$ cat config.mk
export PLATFORM = sky130hd
export DESIGN_NAME = issueTop
export DESIGN_NICKNAME = d
export VERILOG_FILES = /design/src/design/isaPkg.sv /design/src/design/issuePkg.sv /design/src/design/issueIfs.sv /design/src/design/slotDecoder.sv /design/src/design/issueArbiter.sv /design/src/design/stationDispatch.sv /design/src/design/robAllocator.sv /design/src/design/issueTop.sv
export VERILOG_INCLUDE_DIRS = /design/src /design/src/design
export SDC_FILE = /design/constraint.sdc
export NUM_CORES = 1
export LEC_CHECK = 0
export CAP_MARGIN = 20
export CORE_AREA = 2 2 218 220
export CTS_BUF_LIST = sky130_fd_sc_hd__clkbuf_16
export DETAILED_ROUTE_END_ITERATION = 8
export DIE_AREA = 0 0 220 222
export DONT_BUFFER_PORTS = 1
export GPL_TIMING_DRIVEN = 0
export PLACE_DENSITY = 0.74
export SYNTH_ARGS = -nofsm -noshare
export SYNTH_HDL_FRONTEND = slang
export SYNTH_SLANG_ARGS = --single-unit
export TNS_END_PERCENT = 30
$ cat constraint.sdc
create_clock -name clk -period 15.55 [get_ports clk]
set_clock_uncertainty 0.15 [all_clocks]
set_input_delay 3.11 -clock clk [delete_from_list [all_inputs] [get_ports clk]]
set_output_delay 3.11 -clock clk [all_outputs]
set_load 0.05 [all_outputs]
$ cat src/design/decode_params.svh
// Sizing macros for the issue stage; include wherever slot, ROB or tag dimensions are needed
`ifndef DECODE_PARAMS_SVH
`define DECODE_PARAMS_SVH

// Instruction-buffer slots examined per cycle
`define ISSUE_WIDTH 4

// Reorder buffer depth
// Tags run from 1 to ROB_ENTRIES, tag 0 never names an entry
`define ROB_ENTRIES 8

`define TAG_W 6 // Tag width seen by stations and register status

// Fetch PC has already moved three words past slot 0 when a bundle arrives,
// so branch targets are taken relative to fetchPc minus this lead
`define PC_FETCH_LEAD 12

`endif

$ cat src/design/isaPkg.sv
// MIPS subset encodings and field widths; import in modules that decode or carry operations
package isaPkg;

	localparam int opcodeW = 6;
	localparam int functW = 6;
	localparam int regW = 5;
	localparam int immW = 16;
	localparam int intOpW = 5;

	typedef enum logic [opcodeW-1:0] {
		opcRtype = 6'h00,
		opcBeq = 6'h04,
		opcBne = 6'h05,
		opcAddi = 6'h08,
		opcSlti = 6'h0a,
		opcAndi = 6'h0c,
		opcOri = 6'h0d,
		opcLw = 6'h23,
		opcSw = 6'h2b
	} opcodeE;

	typedef enum logic [functW-1:0] {
		fnAdd = 6'h20,
		fnSub = 6'h22,
		fnAnd = 6'h24,
		fnOr = 6'h25,
		fnSlt = 6'h2a
	} functE;

	// Bit 4 set means immediate form, result goes to rt
	typedef enum logic [intOpW-1:0] {
		opAdd = 5'h00,
		opSub = 5'h01,
		opAnd = 5'h02,
		opOr = 5'h03,
		opSlt = 5'h04,
		opBeq = 5'h05,
		opBne = 5'h06,
		opNop = 5'h07,
		opAddi = 5'h10,
		opSlti = 5'h11,
		opAndi = 5'h12,
		opOri = 5'h13
	} intOpE;

	typedef logic [regW-1:0] regIdxT;

endpackage

$ cat src/design/issuePkg.sv
// Issue-side types shared by the RTL and testbench; import where packets or ROB data are used
`include "decode_params.svh"

package issuePkg;
	import isaPkg::*;

	typedef enum logic [1:0] {
		clsArith,
		clsBranch,
		clsLoad,
		clsStore
	} instClassE;

	// Loads report as arithmetic to the ROB
	typedef enum logic [2:0] {
		robArith = 3'd0,
		robBranch = 3'd1,
		robStore = 3'd2
	} robOpE;

	typedef enum logic [1:0] {stInt0, stInt1, stLoad, stStore} stationE;

	typedef logic [`TAG_W-1:0] robTagT;

	localparam int robHeadW = $clog2(`ROB_ENTRIES);

	typedef struct packed {
		logic valid;
		intOpE intOp;
		logic [immW-1:0] imm;
		regIdxT srcA; // rs
		regIdxT srcB; // rt
		robTagT tag;
	} stationPktT;

	typedef struct packed {
		logic valid;
		robOpE opType;
		logic [31:0] dest; // Register number or branch target
	} robEntryT;

	typedef struct packed {
		logic valid;
		regIdxT regId;
		robTagT tag;
	} renameT;

	// Tag of the k-th slot, wraps inside the ROB and never yields 0
	function automatic robTagT slotTag(input logic [robHeadW-1:0] head, input int unsigned k);
		return robTagT'((32'(head) + k) % `ROB_ENTRIES + 1);
	endfunction

endpackage

$ cat src/design/issueIfs.sv
// Interfaces between the issue-stage blocks: one slotIf per decoded slot and one grantIf
`timescale 1ns/1ps
`include "decode_params.svh"

interface slotIf
	import isaPkg::*;
	import issuePkg::*;
();
	logic valid;
	instClassE cls;
	intOpE intOp;
	regIdxT rs;
	regIdxT rt;
	regIdxT destReg;
	logic writesReg;
	logic [immW-1:0] imm;

	modport source (output valid, cls, intOp, rs, rt, destReg, writesReg, imm);
	modport sink (input valid, cls, intOp, rs, rt, destReg, writesReg, imm);
endinterface

interface grantIf
	import issuePkg::*;
();
	logic [`ISSUE_WIDTH-1:0] grant;
	stationE station [`ISSUE_WIDTH]; // Only meaningful where grant is set
	logic [2:0] count;

	modport source (output grant, station, count);
	modport sink (input grant, station, count);
endinterface

$ cat src/design/slotDecoder.sv
// Combinational decode of one instruction-buffer word; one instance per issue slot
`timescale 1ns/1ps

module slotDecoder
	import isaPkg::*;
	import issuePkg::*;
(
	input logic [31:0] instWord,
	input logic instValid,
	slotIf.source slot
);
	logic [opcodeW-1:0] opcode;
	logic [functW-1:0] funct;
	regIdxT rs;
	regIdxT rt;
	regIdxT rd;
	instClassE cls;
	intOpE intOp;

	assign opcode = instWord[31:26];
	assign funct = instWord[5:0];
	assign rs = instWord[25:21];
	assign rt = instWord[20:16];
	assign rd = instWord[15:11];

	always_comb
	begin
		cls = clsArith;
		intOp = opNop;
		case (opcode)
			opcRtype:
			begin
				case (funct)
					fnAdd: intOp = opAdd;
					fnSub: intOp = opSub;
					fnAnd: intOp = opAnd;
					fnOr: intOp = opOr;
					fnSlt: intOp = opSlt;
					default: intOp = opNop;
				endcase
			end
			opcAddi: intOp = opAddi;
			opcSlti: intOp = opSlti;
			opcAndi: intOp = opAndi;
			opcOri: intOp = opOri;
			opcBeq:
			begin
				cls = clsBranch;
				intOp = opBeq;
			end
			opcBne:
			begin
				cls = clsBranch;
				intOp = opBne;
			end
			opcLw: cls = clsLoad;
			opcSw: cls = clsStore;
			default: intOp = opNop; // Unknown opcode runs as an arithmetic no-op
		endcase
	end

	assign slot.valid = instValid;
	assign slot.cls = cls;
	assign slot.intOp = intOp;
	assign slot.rs = rs;
	assign slot.rt = rt;
	// Immediate forms and loads write rt, everything else rd
	assign slot.destReg = (intOp[4] || cls == clsLoad) ? rt : rd;
	assign slot.writesReg = (cls == clsArith) || (cls == clsLoad);
	assign slot.imm = instWord[15:0];

endmodule

$ cat src/design/issueArbiter.sv
// In-order issue decision for the four slots; picks a station per slot and the issue count
`timescale 1ns/1ps
`include "decode_params.svh"

module issueArbiter
	import issuePkg::*;
(
	input logic clk,
	input logic rst,
	slotIf.sink slots [`ISSUE_WIDTH],
	input logic [4:0] robFree,
	input logic int0Busy,
	input logic int1Busy,
	input logic loadBusy,
	input logic storeBusy,
	grantIf.source grants
);
	logic slotValid [`ISSUE_WIDTH];
	instClassE slotCls [`ISSUE_WIDTH];
	logic [3:0] busy;
	logic [3:0] claimed; // Stations already taken this cycle
	logic [`ISSUE_WIDTH-1:0] grant;
	stationE station [`ISSUE_WIDTH];
	stationE pick;
	logic [2:0] count;
	logic inOrder;

	for (genvar k = 0; k < `ISSUE_WIDTH; k++)
	begin : gSlot
		assign slotValid[k] = slots[k].valid;
		assign slotCls[k] = slots[k].cls;
	end

	assign busy = {storeBusy, loadBusy, int1Busy, int0Busy}; // Indexed by stationE

	always_comb
	begin
		claimed = '0;
		inOrder = 1'b1;
		count = '0;
		for (int k = 0; k < `ISSUE_WIDTH; k++)
		begin
			grant[k] = 1'b0;
			case (slotCls[k])
				clsLoad: pick = stLoad;
				clsStore: pick = stStore;
				// Integer and branch work prefers int0
				default: pick = (busy[stInt0] || claimed[stInt0]) ? stInt1 : stInt0;
			endcase
			station[k] = pick;
			if (inOrder && slotValid[k] && robFree > 5'(k) && !busy[pick] && !claimed[pick])
			begin
				grant[k] = 1'b1;
				claimed[pick] = 1'b1;
				count = count + 3'd1;
			end
			inOrder = grant[k]; // First blocked slot stops the rest
		end
	end

	assign grants.grant = grant;
	assign grants.station = station;
	assign grants.count = count;

	// Granted slots are a prefix from slot 0 and match the count the PC advances by
	assert property (@(posedge clk) disable iff (rst)
		grant == `ISSUE_WIDTH'((5'd1 << count) - 5'd1));

endmodule

$ cat src/design/stationDispatch.sv
// Builds and registers one packet per reservation station from the granted slots
`timescale 1ns/1ps
`include "decode_params.svh"

module stationDispatch
	import isaPkg::*;
	import issuePkg::*;
(
	input logic clk,
	input logic rst,
	slotIf.sink slots [`ISSUE_WIDTH],
	grantIf.sink grants,
	input logic [robHeadW-1:0] robHead,
	output stationPktT int0Pkt,
	output stationPktT int1Pkt,
	output stationPktT loadPkt,
	output stationPktT storePkt
);
	intOpE slotOp [`ISSUE_WIDTH];
	logic [immW-1:0] slotImm [`ISSUE_WIDTH];
	regIdxT slotRs [`ISSUE_WIDTH];
	regIdxT slotRt [`ISSUE_WIDTH];
	stationPktT pktD [4];
	stationPktT pktQ [4];
	logic [`ISSUE_WIDTH-1:0] hitMask [4]; // Slots granted to each station

	for (genvar k = 0; k < `ISSUE_WIDTH; k++)
	begin : gSlot
		assign slotOp[k] = slots[k].intOp;
		assign slotImm[k] = slots[k].imm;
		assign slotRs[k] = slots[k].rs;
		assign slotRt[k] = slots[k].rt;
	end

	always_comb
	begin
		for (int s = 0; s < 4; s++)
		begin
			pktD[s] = '0;
			hitMask[s] = '0;
		end
		for (int k = 0; k < `ISSUE_WIDTH; k++)
		begin
			if (grants.grant[k])
			begin
				hitMask[grants.station[k]][k] = 1'b1;
				pktD[grants.station[k]].valid = 1'b1;
				pktD[grants.station[k]].intOp =
					(grants.station[k] == stInt0 || grants.station[k] == stInt1) ?
					slotOp[k] : opNop; // Memory stations carry no ALU op
				pktD[grants.station[k]].imm = slotImm[k];
				pktD[grants.station[k]].srcA = slotRs[k];
				pktD[grants.station[k]].srcB = slotRt[k];
				pktD[grants.station[k]].tag = slotTag(robHead, k);
			end
		end
	end

	always_ff @(posedge clk)
	begin
		if (rst)
		begin
			for (int s = 0; s < 4; s++)
				pktQ[s].valid <= 1'b0;
		end
		else
			pktQ <= pktD;
	end

	assign int0Pkt = pktQ[stInt0];
	assign int1Pkt = pktQ[stInt1];
	assign loadPkt = pktQ[stLoad];
	assign storePkt = pktQ[stStore];

	// Arbiter must never hand one station two slots
	for (genvar s = 0; s < 4; s++)
	begin : gOneGrant
		assert property (@(posedge clk) disable iff (rst) $onehot0(hitMask[s]));
	end

endmodule

$ cat src/design/robAllocator.sv
// Registers the ROB entries, rename writes, issue count and next fetch PC for each bundle
`timescale 1ns/1ps
`include "decode_params.svh"

module robAllocator
	import issuePkg::*;
(
	input logic clk,
	input logic rst,
	slotIf.sink slots [`ISSUE_WIDTH],
	grantIf.sink grants,
	input logic [robHeadW-1:0] robHead,
	input logic [4:0] robFree,
	input logic [31:0] fetchPc,
	output robEntryT robEntry [`ISSUE_WIDTH],
	output renameT rename [`ISSUE_WIDTH],
	output logic [2:0] issueCount,
	output logic [31:0] pcNext
);
	instClassE slotCls [`ISSUE_WIDTH];
	logic [4:0] slotDest [`ISSUE_WIDTH];
	logic slotWrites [`ISSUE_WIDTH];
	logic [15:0] slotImm [`ISSUE_WIDTH];
	robEntryT robD [`ISSUE_WIDTH];
	renameT renD [`ISSUE_WIDTH];

	for (genvar k = 0; k < `ISSUE_WIDTH; k++)
	begin : gSlot
		assign slotCls[k] = slots[k].cls;
		assign slotDest[k] = slots[k].destReg;
		assign slotWrites[k] = slots[k].writesReg;
		assign slotImm[k] = slots[k].imm;
	end

	always_comb
	begin
		for (int k = 0; k < `ISSUE_WIDTH; k++)
		begin
			robD[k].valid = grants.grant[k];
			robD[k].opType = robArith; // Loads included
			robD[k].dest = 32'(slotDest[k]);
			case (slotCls[k])
				clsBranch:
				begin
					robD[k].opType = robBranch;
					// Target from this slot's own PC plus word offset
					robD[k].dest = fetchPc - 32'(`PC_FETCH_LEAD) + (32'(k) << 2) +
						{{14{slotImm[k][15]}}, slotImm[k], 2'b00};
				end
				clsStore:
				begin
					robD[k].opType = robStore;
					robD[k].dest = '0;
				end
				default: ;
			endcase
			renD[k].valid = grants.grant[k] && slotWrites[k];
			renD[k].regId = slotDest[k];
			renD[k].tag = slotTag(robHead, k);
		end
	end

	always_ff @(posedge clk)
	begin
		if (rst)
		begin
			for (int k = 0; k < `ISSUE_WIDTH; k++)
			begin
				robEntry[k].valid <= 1'b0;
				rename[k].valid <= 1'b0;
			end
			issueCount <= '0;
			pcNext <= '0;
		end
		else
		begin
			robEntry <= robD;
			rename <= renD;
			issueCount <= grants.count;
			pcNext <= fetchPc + (32'(grants.count) << 2); // One word per issued instruction
		end
	end

	// Registered count stays within the ROB space seen when the bundle was taken
	assert property (@(posedge clk) disable iff (rst) 5'(issueCount) <= $past(robFree));

endmodule

$ cat src/design/issueTop.sv
// Issue-stage top level with plain ports; connect the instruction buffer, ROB and stations here
`timescale 1ns/1ps
`include "decode_params.svh"

module issueTop
	import issuePkg::*;
(
	input logic clk,
	input logic rst,
	input logic [31:0] instWord [`ISSUE_WIDTH],
	input logic [`ISSUE_WIDTH-1:0] instValid,
	input logic [4:0] robFree,
	input logic [robHeadW-1:0] robHead,
	input logic int0Busy,
	input logic int1Busy,
	input logic loadBusy,
	input logic storeBusy,
	input logic [31:0] fetchPc,
	output logic int0Valid,
	output logic [4:0] int0Op,
	output logic [15:0] int0Imm,
	output logic [4:0] int0SrcA,
	output logic [4:0] int0SrcB,
	output logic [`TAG_W-1:0] int0Tag,
	output logic int1Valid,
	output logic [4:0] int1Op,
	output logic [15:0] int1Imm,
	output logic [4:0] int1SrcA,
	output logic [4:0] int1SrcB,
	output logic [`TAG_W-1:0] int1Tag,
	output logic loadValid,
	output logic [4:0] loadOp,
	output logic [15:0] loadImm,
	output logic [4:0] loadSrcA,
	output logic [4:0] loadSrcB,
	output logic [`TAG_W-1:0] loadTag,
	output logic storeValid,
	output logic [4:0] storeOp,
	output logic [15:0] storeImm,
	output logic [4:0] storeSrcA,
	output logic [4:0] storeSrcB,
	output logic [`TAG_W-1:0] storeTag,
	output logic robValid [`ISSUE_WIDTH],
	output logic [2:0] robOpType [`ISSUE_WIDTH],
	output logic [31:0] robDest [`ISSUE_WIDTH],
	output logic renameValid [`ISSUE_WIDTH],
	output logic [4:0] renameReg [`ISSUE_WIDTH],
	output logic [`TAG_W-1:0] renameTag [`ISSUE_WIDTH],
	output logic [2:0] issueCount,
	output logic [31:0] pcNext
);
	stationPktT int0Pkt;
	stationPktT int1Pkt;
	stationPktT loadPkt;
	stationPktT storePkt;
	robEntryT robEntry [`ISSUE_WIDTH];
	renameT rename [`ISSUE_WIDTH];

	slotIf slots [`ISSUE_WIDTH] ();
	grantIf grants ();

	for (genvar k = 0; k < `ISSUE_WIDTH; k++)
	begin : gDec
		slotDecoder uDec (
			.instWord(instWord[k]),
			.instValid(instValid[k]),
			.slot(slots[k])
		);

		assign robValid[k] = robEntry[k].valid;
		assign robOpType[k] = robEntry[k].opType;
		assign robDest[k] = robEntry[k].dest;
		assign renameValid[k] = rename[k].valid;
		assign renameReg[k] = rename[k].regId;
		assign renameTag[k] = rename[k].tag;
	end

	issueArbiter uArb (
		.clk(clk),
		.rst(rst),
		.slots(slots),
		.robFree(robFree),
		.int0Busy(int0Busy),
		.int1Busy(int1Busy),
		.loadBusy(loadBusy),
		.storeBusy(storeBusy),
		.grants(grants)
	);

	stationDispatch uDisp (
		.clk(clk),
		.rst(rst),
		.slots(slots),
		.grants(grants),
		.robHead(robHead),
		.int0Pkt(int0Pkt),
		.int1Pkt(int1Pkt),
		.loadPkt(loadPkt),
		.storePkt(storePkt)
	);

	robAllocator uRob (
		.clk(clk),
		.rst(rst),
		.slots(slots),
		.grants(grants),
		.robHead(robHead),
		.robFree(robFree),
		.fetchPc(fetchPc),
		.robEntry(robEntry),
		.rename(rename),
		.issueCount(issueCount),
		.pcNext(pcNext)
	);

	// Station packets out as flat fields
	assign int0Valid = int0Pkt.valid;
	assign int0Op = int0Pkt.intOp;
	assign int0Imm = int0Pkt.imm;
	assign int0SrcA = int0Pkt.srcA;
	assign int0SrcB = int0Pkt.srcB;
	assign int0Tag = int0Pkt.tag;
	assign int1Valid = int1Pkt.valid;
	assign int1Op = int1Pkt.intOp;
	assign int1Imm = int1Pkt.imm;
	assign int1SrcA = int1Pkt.srcA;
	assign int1SrcB = int1Pkt.srcB;
	assign int1Tag = int1Pkt.tag;
	assign loadValid = loadPkt.valid;
	assign loadOp = loadPkt.intOp;
	assign loadImm = loadPkt.imm;
	assign loadSrcA = loadPkt.srcA;
	assign loadSrcB = loadPkt.srcB;
	assign loadTag = loadPkt.tag;
	assign storeValid = storePkt.valid;
	assign storeOp = storePkt.intOp;
	assign storeImm = storePkt.imm;
	assign storeSrcA = storePkt.srcA;
	assign storeSrcB = storePkt.srcB;
	assign storeTag = storePkt.tag;

endmodule

Yosys cells after proc, flatten, opt, wreduce, memory -nomap -nowiden:

Index checks and enable logic that the tools add are counted.

* bitwise operators: 6
* $lt $le $gt $ge: 19
* reduce and logical (&&, ||, !) cells: 65
* equality and inequality tests: 68
* add/subtract/negate cells: 18
* multiplexer cells: 140

Operators by type and width (number)
* bitwise mux 152 bit: 23
* demux 38 bit (select 2 bit): 24
* two-way mux 152 bit: 4
* case mux 34 bit (2 select lines): 4
* equality test 6 bit, second input constant: 28
* two-way mux 38 bit: 4
* two-way mux 37 bit: 4
* case mux 5 bit (7 select lines): 4
* adder 32 bit: 4
* two-way mux 32 bit: 4
* equality test 6 x 4 -> 1 bit, second input constant: 16
* adder 32 x 4 -> 32 bit, second input constant: 2
* two-way mux 16 bit: 4
* case mux 3 bit (5 select lines): 4
* equality test 6 x 3 -> 1 bit, second input constant: 8
* two-way mux 11 bit: 4
* two-way mux 5 bit: 8
* adder 32 x 3 -> 32 bit, second input constant: 1
* adder 32 x 5 -> 32 bit: 1
* subtractor 32 x 4 -> 32 bit, second input constant: 1
* logical AND 1 bit: 26
* zero test 6 bit: 4
* two-way mux 6 bit: 4
* case mux 2 bit (3 select lines): 4
* 24 further kinds: 126

* input port bits: 178
* logic and storage cells: 366
* flip-flop bits (word level): 379
* output and inout port bits: 379

Longest topological paths before layout:

Gate-level depths: netlist of the first run.

* depth after elaboration: 44
* mapped depth: 23
* mapped depth without buffers: 22

Modules after synthesis:

From an unflattened synthesis of the first run, not the netlist that was laid out.

* cells, all modules: 2760
* area, all modules: 26075.0 um^2

By module, submodules not included
* robAllocator: area each 15248.4 um^2, cells an instance 1563, seq. area each 5965.7 um^2, instances 1
* stationDispatch: area each 8280.4 um^2, cells an instance 845, seq. area each 4284.1 um^2, instances 1
* slotDecoder: area each 486.7 um^2, cells an instance 66, seq. area each 0.0 um^2, instances 4
* issueArbiter: area each 599.3 um^2, cells an instance 88, seq. area each 0.0 um^2, instances 1

Worst setup path before layout of the first run:

OpenSTA, ideal clock, no wires.

* path type: in2reg
* start: input rst
* end: register uRob.rename[23] (netlist name)
* data required time: 15.333 ns
* buffers on the path: 1
* library setup time: 0.067 ns
* slack: 5.399 ns
* data arrival time: 9.933 ns
* stages: 4
* cell sequence: buf_2 -> inv_1 -> and2_1 -> nor2b_1

RTL lines
* start, declared: line issueTop.sv:9 `input logic rst,`

Final worst setup path of the first run:

* start: input fetchPc[6]
* end: register uRob.robEntry[31] (netlist name)

* longest elaborated chain between the ends: 4

Ends and longest elaborated chain
* start, declared: line issueTop.sv:18 `input logic [31:0] fetchPc,`
* subtractor 32 x 4 -> 32 bit: line robAllocator.sv:47 `` robD[k].dest = fetchPc - 32'(`PC_FETCH_LEAD) + (32'(k) << 2) + ``
* adder 32 x 4 -> 32 bit: line robAllocator.sv:47
* adder 32 bit: line robAllocator.sv:47
* case mux 34 bit (2 select lines): line robAllocator.sv:42 `case (slotCls[k])`

No other way between the ends.
A chain may end at the register's enable or synchronous reset.

==> metrics, run 1 <==
status=finished with violations; failing checks=design-rule violations; largest net degree at the start of global routing=137; die area=48,800 um2; global-route wire length before repair=137 mm; placed cell area=24,100 um2; crit path cell chain=buf_2 -> or4_1 -> nor4_1 -> nand3_1 -> nor3_1 -> xor2_1 -> ha_1 -> ha_1 -> a21o_1 -> a21o_1 -> a21oi_1 -> a2bb2oi_1 -> o311ai_0 -> o211ai_1 -> o21ai_0 -> and3_1 -> or3_1; Area Growth Syn to Fin=9.59%; Setup crit end kind=flop; worst slew pin tran=1.21 ns; Initial DRC Count=3,114; share of the synthesized area in the top cell type=0.397; die width=220 um; post-synth top area cell=edfxtp_1; Clock Sink Count=353; Setup WS pre-CTS=6.77 ns; Root Driver=clkbuf_16; FMAX=120 MHz; Worst setup SP type=input port; vias per inst=6.79; # IOs=557; post-DP HPWL=76.7 mm; Syn Std Cell Area=23,200 um2; htree depth=2; row cnt=79; routed wl met3=11.6 mm; core area=46,300 um2; Worst-path clk slew=0.06 ns; IO buf count=0; HP Class=in2reg; vias in the first global route=19,523; crit-path max cell delay=0.70 ns; Switching Fraction=0.353; CTS Buffer Depth=3; Max Cap Viol=0; Overall Power=2.82 mW; max layer used=met5; starting density of the core=0.501; cts bufs inserted=38; Final Net Count=2,782; register bit total from synthesis=353; Final Slew Violations=0; Reg power frac=0.483; metal2 WL=45.5 mm; Final period util=0.534; most frequent cells in the layout=edfxtp_1, nor2_1, ha_1; initial antenna violation count=9; final worst slack=7.25 ns; Post-Syn Instances=2,316; unrepaired setup endpoints after global routing=no; CTS tree=done; Wirelength per Cell=32.5 um; final routed DRC violation total=21; hold-fix buffers at CTS=0; slowest CP cell=nor4_1; Setup Viol. Count Final=0; fraction of registers with async set/reset=0; Setup CP Type=in2reg; gr usage total=0.389; combinational power share=0.184; Final Critical Period=8.30 ns; RePlAce Congestion=0.996; Die H=222 um; YS warnings=0; sequential share of the synthesized area=0.437; slew margin rel.=0.189; share of layout cells above drive strength 1=0.0551; gr ovfl total=0; sw power=0.994 mW; DRT Wirelength=98.4 mm; Synth area leaders=edfxtp_1, ha_1, nor2_1; EDFF count, synth=306; syn_area_per_cell=10.0 um2; Crit path arrival time=8.46 ns; internal power=1.82 mW; Vias=20,559; Critical Path RT=15.71 ns; antenna-violating nets left=0; Top FF cell, synth=edfxtp_1; pwr dens=111 nW/um2; worst-path fanout max=8; Setup TNS=0 ns; Resized cells post-CTS=0; Clock power frac=0.333; Leak=10.2 nW; DRT Pass-1 Iters=9; post-CTS setup buffer count=0; design area=25,400 um2; met1 WL=34.7 mm; synth unique cells=84; endpoints failing hold=0; most common cell after layout, fill and taps aside=edfxtp_1; IR drop worst, VDD=112 uV
## power by group through the flow
stage               clock (mW)  combinational [mW]  sequential, mW
global route             0.975               0.566            1.37
finish                   0.937               0.519            1.36
CTS                      0.942               0.508            1.36
floorplan                    0               0.379            1.37
global placement             0               0.491            1.39
detailed placement           0               0.502            1.38
## cell type report
type,instances,area (um2)
Buffer,126,578
Tap cell,607,759
Clock inverter,31,290
Fill cell,4089,20900
Sequential cell,353,10100
Inverter,131,499
Timing Repair Buffer,4,70.1
Clock buffer,39,976
Antenna cell,8,20.0
Multi-Input combinational cell,1731,12100
## worst paths after layout
check	start	end	slack [ns]	cells past startpoint
setup / recovery	fetchPc[6]	uRob.robEntry[31]	7.25	17
hold / removal	robHead[0]	uRob.rename[24]	2.49	0
## cells in the mapped netlist, types with 12 or more instances
cell,count
and3_1,19
or3_1,28
a31oi_1,36
buf_4,26
o21a_1,25
a211oi_1,36
dfxtp_1,47
a21oi_1,140
a222oi_1,89
nand3_1,52
xnor2_1,70
o21ai_0,115
nand2_1,129
ha_1,214
nor2_1,268
o21bai_1,12
nor3_1,69
mux2_2,13
clkbuf_1,90
a21o_1,39
nor4_1,18
mux2i_1,26
inv_1,130
nand4_1,17
a22oi_1,21
nand2b_1,31
xor2_1,79
edfxtp_1,306
## state kept, by name (all words and copies together) (netlist names)
name             cells
uDisp.int1Pkt       35
uRob.robEntry      140
uRob.rename         38
uDisp.int0Pkt       35
uRob.issueCount      3
uDisp.storePkt      35
uDisp.loadPkt       35
uRob.pcNext         32
## cell families after synthesis
group                      count (synthesis)  share of synthesized area
other                                      1                   0.000162
and+or+nand+nor                          689                      0.140
DFF                                      353                      0.437
adders and majority gates                220                      0.120
xor gates and xnor gates                 149                     0.0563
AOI/OAI and AO/OA                        608                      0.182
muxes                                     39                     0.0176
buffers and inverters                    257                     0.0462
## metal layers
metal	GRT usage	vias up
li1	-	8869
met3	0.117	347
met5	0	-
met1	0.456	9868
met4	0.227	6
met2	0.629	1469
## critical path: cells and delay by family
kind,cells,cell delay [ns]
AND/OR/NAND/NOR,6,2.53
XOR/XNOR,1,0.60
adder cells (fa/ha/maj),2,0.73
buffers and inverters,1,0.16
AO/OA/AOI/OAI,7,1.34
## metrics by stage
step            util  std cells  hold WS (ns)
3_3_place_gp   0.519       2948          3.06
4_1_cts        0.548       3022          2.47
6_report       0.549       3030          2.49
2_1_floorplan      -       2341          3.06
3_5_place_dp   0.521       2952          3.06
5_1_grt        0.548       3024          2.48
Note: power is estimated with default switching activity, not from simulation.
==> run 2, diff against run 1 <==
--- a/config.mk
+++ b/config.mk
@@ -7,13 +7,13 @@
 export NUM_CORES = 1
 export LEC_CHECK = 0
 export CAP_MARGIN = 20
-export CORE_AREA = 2 2 218 220
+export CORE_AREA = 2 2 214 216
 export CTS_BUF_LIST = sky130_fd_sc_hd__clkbuf_16
 export DETAILED_ROUTE_END_ITERATION = 8
-export DIE_AREA = 0 0 220 222
+export DIE_AREA = 0 0 216 218
 export DONT_BUFFER_PORTS = 1
 export GPL_TIMING_DRIVEN = 0
-export PLACE_DENSITY = 0.74
+export PLACE_DENSITY = 0.79
 export SYNTH_ARGS = -nofsm -noshare
 export SYNTH_HDL_FRONTEND = slang
 export SYNTH_SLANG_ARGS = --single-unit
==> constraint.sdc (replaced) <==
create_clock -name clk -period 7.42 [get_ports clk]
set_clock_uncertainty 0.15 [all_clocks]
set_input_delay 1.484 -clock clk [delete_from_list [all_inputs] [get_ports clk]]
set_output_delay 1.484 -clock clk [all_outputs]
set_load 0.05 [all_outputs]
==> run 2 against run 1 <==
- the run still ends with design-rule violations left
- utilization up 1.9 points
- largest cell class unchanged
- count of clock-buffer cells in the layout up 1
- clock power up 110%
- via count about the same
- global-route usage up 0.63 points
==> metrics, run 2 (synthesized netlist as in run 1, its figures left out) <==
Root Driver=clkbuf_16; design area=25,500 um2; Worst-path clk slew=0.06 ns; share of layout cells above drive strength 1=0.0562; met1 Resource Use GR=0.454; Max Cap Viol=0; worst slew pin tran=1.24 ns; largest net degree at the start of global routing=52; Reg power frac=0.481; Die H=218 um; Final period util=0.900; IO buf count=0; antenna-violating nets left=0; gr usage total=0.396; final routed DRC violation total=2; worst-path fanout max=8; crit path cell chain=buf_2 -> or4_1 -> nor4_1 -> nand2_1 -> or3_1 -> xnor2_1 -> ha_1 -> ha_1 -> o211ai_1 -> o31a_1 -> o311ai_0 -> o211ai_1 -> o21ai_0 -> a21oi_1 -> or3_1; Wirelength per Cell=31.9 um; global-route wire length before repair=135 mm; Critical Path RT=7.57 ns; sw power=2.06 mW; GRT met2 Usage=0.645; placed cell area=24,200 um2; combinational power share=0.183; final non-filler cell total=3,023; Hold Crit Depth=0; Worst setup SP type=input port; registers with the most flip-flops=uRob.robEntry (140), uRob.rename (38); slowest CP cell=xnor2_1; busiest grt layer=met2; CP Buf/Inv Count=1; gr ovfl total=0; die width=216 um; internal power=3.88 mW; core area=44,900 um2; most common cell after layout, fill and taps aside=edfxtp_1; Final Slew Violations=0; post-DP HPWL=75.3 mm; Leak=10.2 nW; initial antenna violation count=8; Resized cells post-CTS=0; HP Class=in2reg; most frequent cells in the layout=edfxtp_1, nor2_1, ha_1; Setup CP Type=in2reg; starting density of the core=0.516; vias per inst=6.80; CTS Buffer Depth=3; Final Critical Period=6.67 ns; CTS tree=done; FMAX=150 MHz; endpoints failing hold=0; die area=47,100 um2; Min-Delay Endpoint=uRob.rename[24]; cts bufs inserted=38; Final Net Count=2,788; row cnt=78; critical path's top delay family=simple AND/OR/NAND/NOR gates; post-placement cell count=2,951; Clock power frac=0.336; worst hold start=robHead[0]; Setup crit end kind=flop; RePlAce Congestion=0.978; IR drop worst, VDD=238 uV; hold_ws=0.868 ns; max reg flops=140; post-CTS setup buffer count=0; Clock Sink Count=353; crit-path max cell delay=0.65 ns; largest register by flop count=uRob.robEntry; hold-fix buffers at CTS=0; Setup Viol. Count Final=0; Crit path arrival time=6.82 ns; pwr dens=233 nW/um2; # IOs=557; Area Growth Syn to Fin=9.98%; vias in the first global route=19,427; Vias=20,560; unrepaired setup endpoints after global routing=no; DRT Pass-1 Iters=9; Switching Fraction=0.346; met3 Use GR=0.122; slew margin rel.=0.171; htree depth=2; failing checks=design-rule violations; status=finished with violations; Initial DRC Count=3,148; DRT Wirelength=96.6 mm
-- run 2: power by group through the flow --
stage	logic, mW	clock network (mW)	registers [mW]
after CTS	1.06	2.01	2.86
after detailed placement	1.05	0	2.89
after global placement	1.02	0	2.91
final	1.09	1.99	2.85
after global routing	1.19	2.08	2.86
after floorplan	0.793	0	2.86
-- run 2: worst max-delay path by stage --
stage          cells after the start                 to  slack, ns  startpoint
5_1_grt                           17  uRob.robEntry[31]       0.49  fetchPc[6]
4_1_cts                           15  uRob.robEntry[31]       0.86  fetchPc[6]
3_3_place_gp                       2  uDisp.loadPkt[10]      -1.15         rst
6_report                          15  uRob.robEntry[31]       0.75  fetchPc[6]
2_1_floorplan                      2   uDisp.int0Pkt[0]       0.64         rst
3_5_place_dp                      15  uRob.robEntry[31]       0.32  fetchPc[6]
-- run 2: metrics by stage --
stage               setup slack [ns]  power (mW)  utilization  setup TNS, ns
CTS                            0.861        5.93        0.567              0
global placement               -1.15        3.93        0.535        -339.58
finish                         0.745        5.93        0.568              0
global route                   0.485        6.12        0.568              0
detailed placement             0.322        3.94        0.538              0
floorplan                      0.637        3.66            -              0
-- run 2: cell type report --
cell class / count / area [um2]
fillers: 3863 / 19400
multi-input cells: 1731 / 12100
flip-flops and latches: 353 / 10100
clock buffers: 40 / 1000
well taps: 600 / 751
plain buffers: 126 / 578
inverters: 131 / 495
clock inverters: 30 / 297
repair buffers: 10 / 160
diodes: 2 / 5.00
-- run 2: routing by layer --
layer,part of all wire,vias up
met5,0.00095,-
met4,0.074,14
met3,0.12,386
met2,0.46,1473
met1,0.35,9826
li1,-,8861
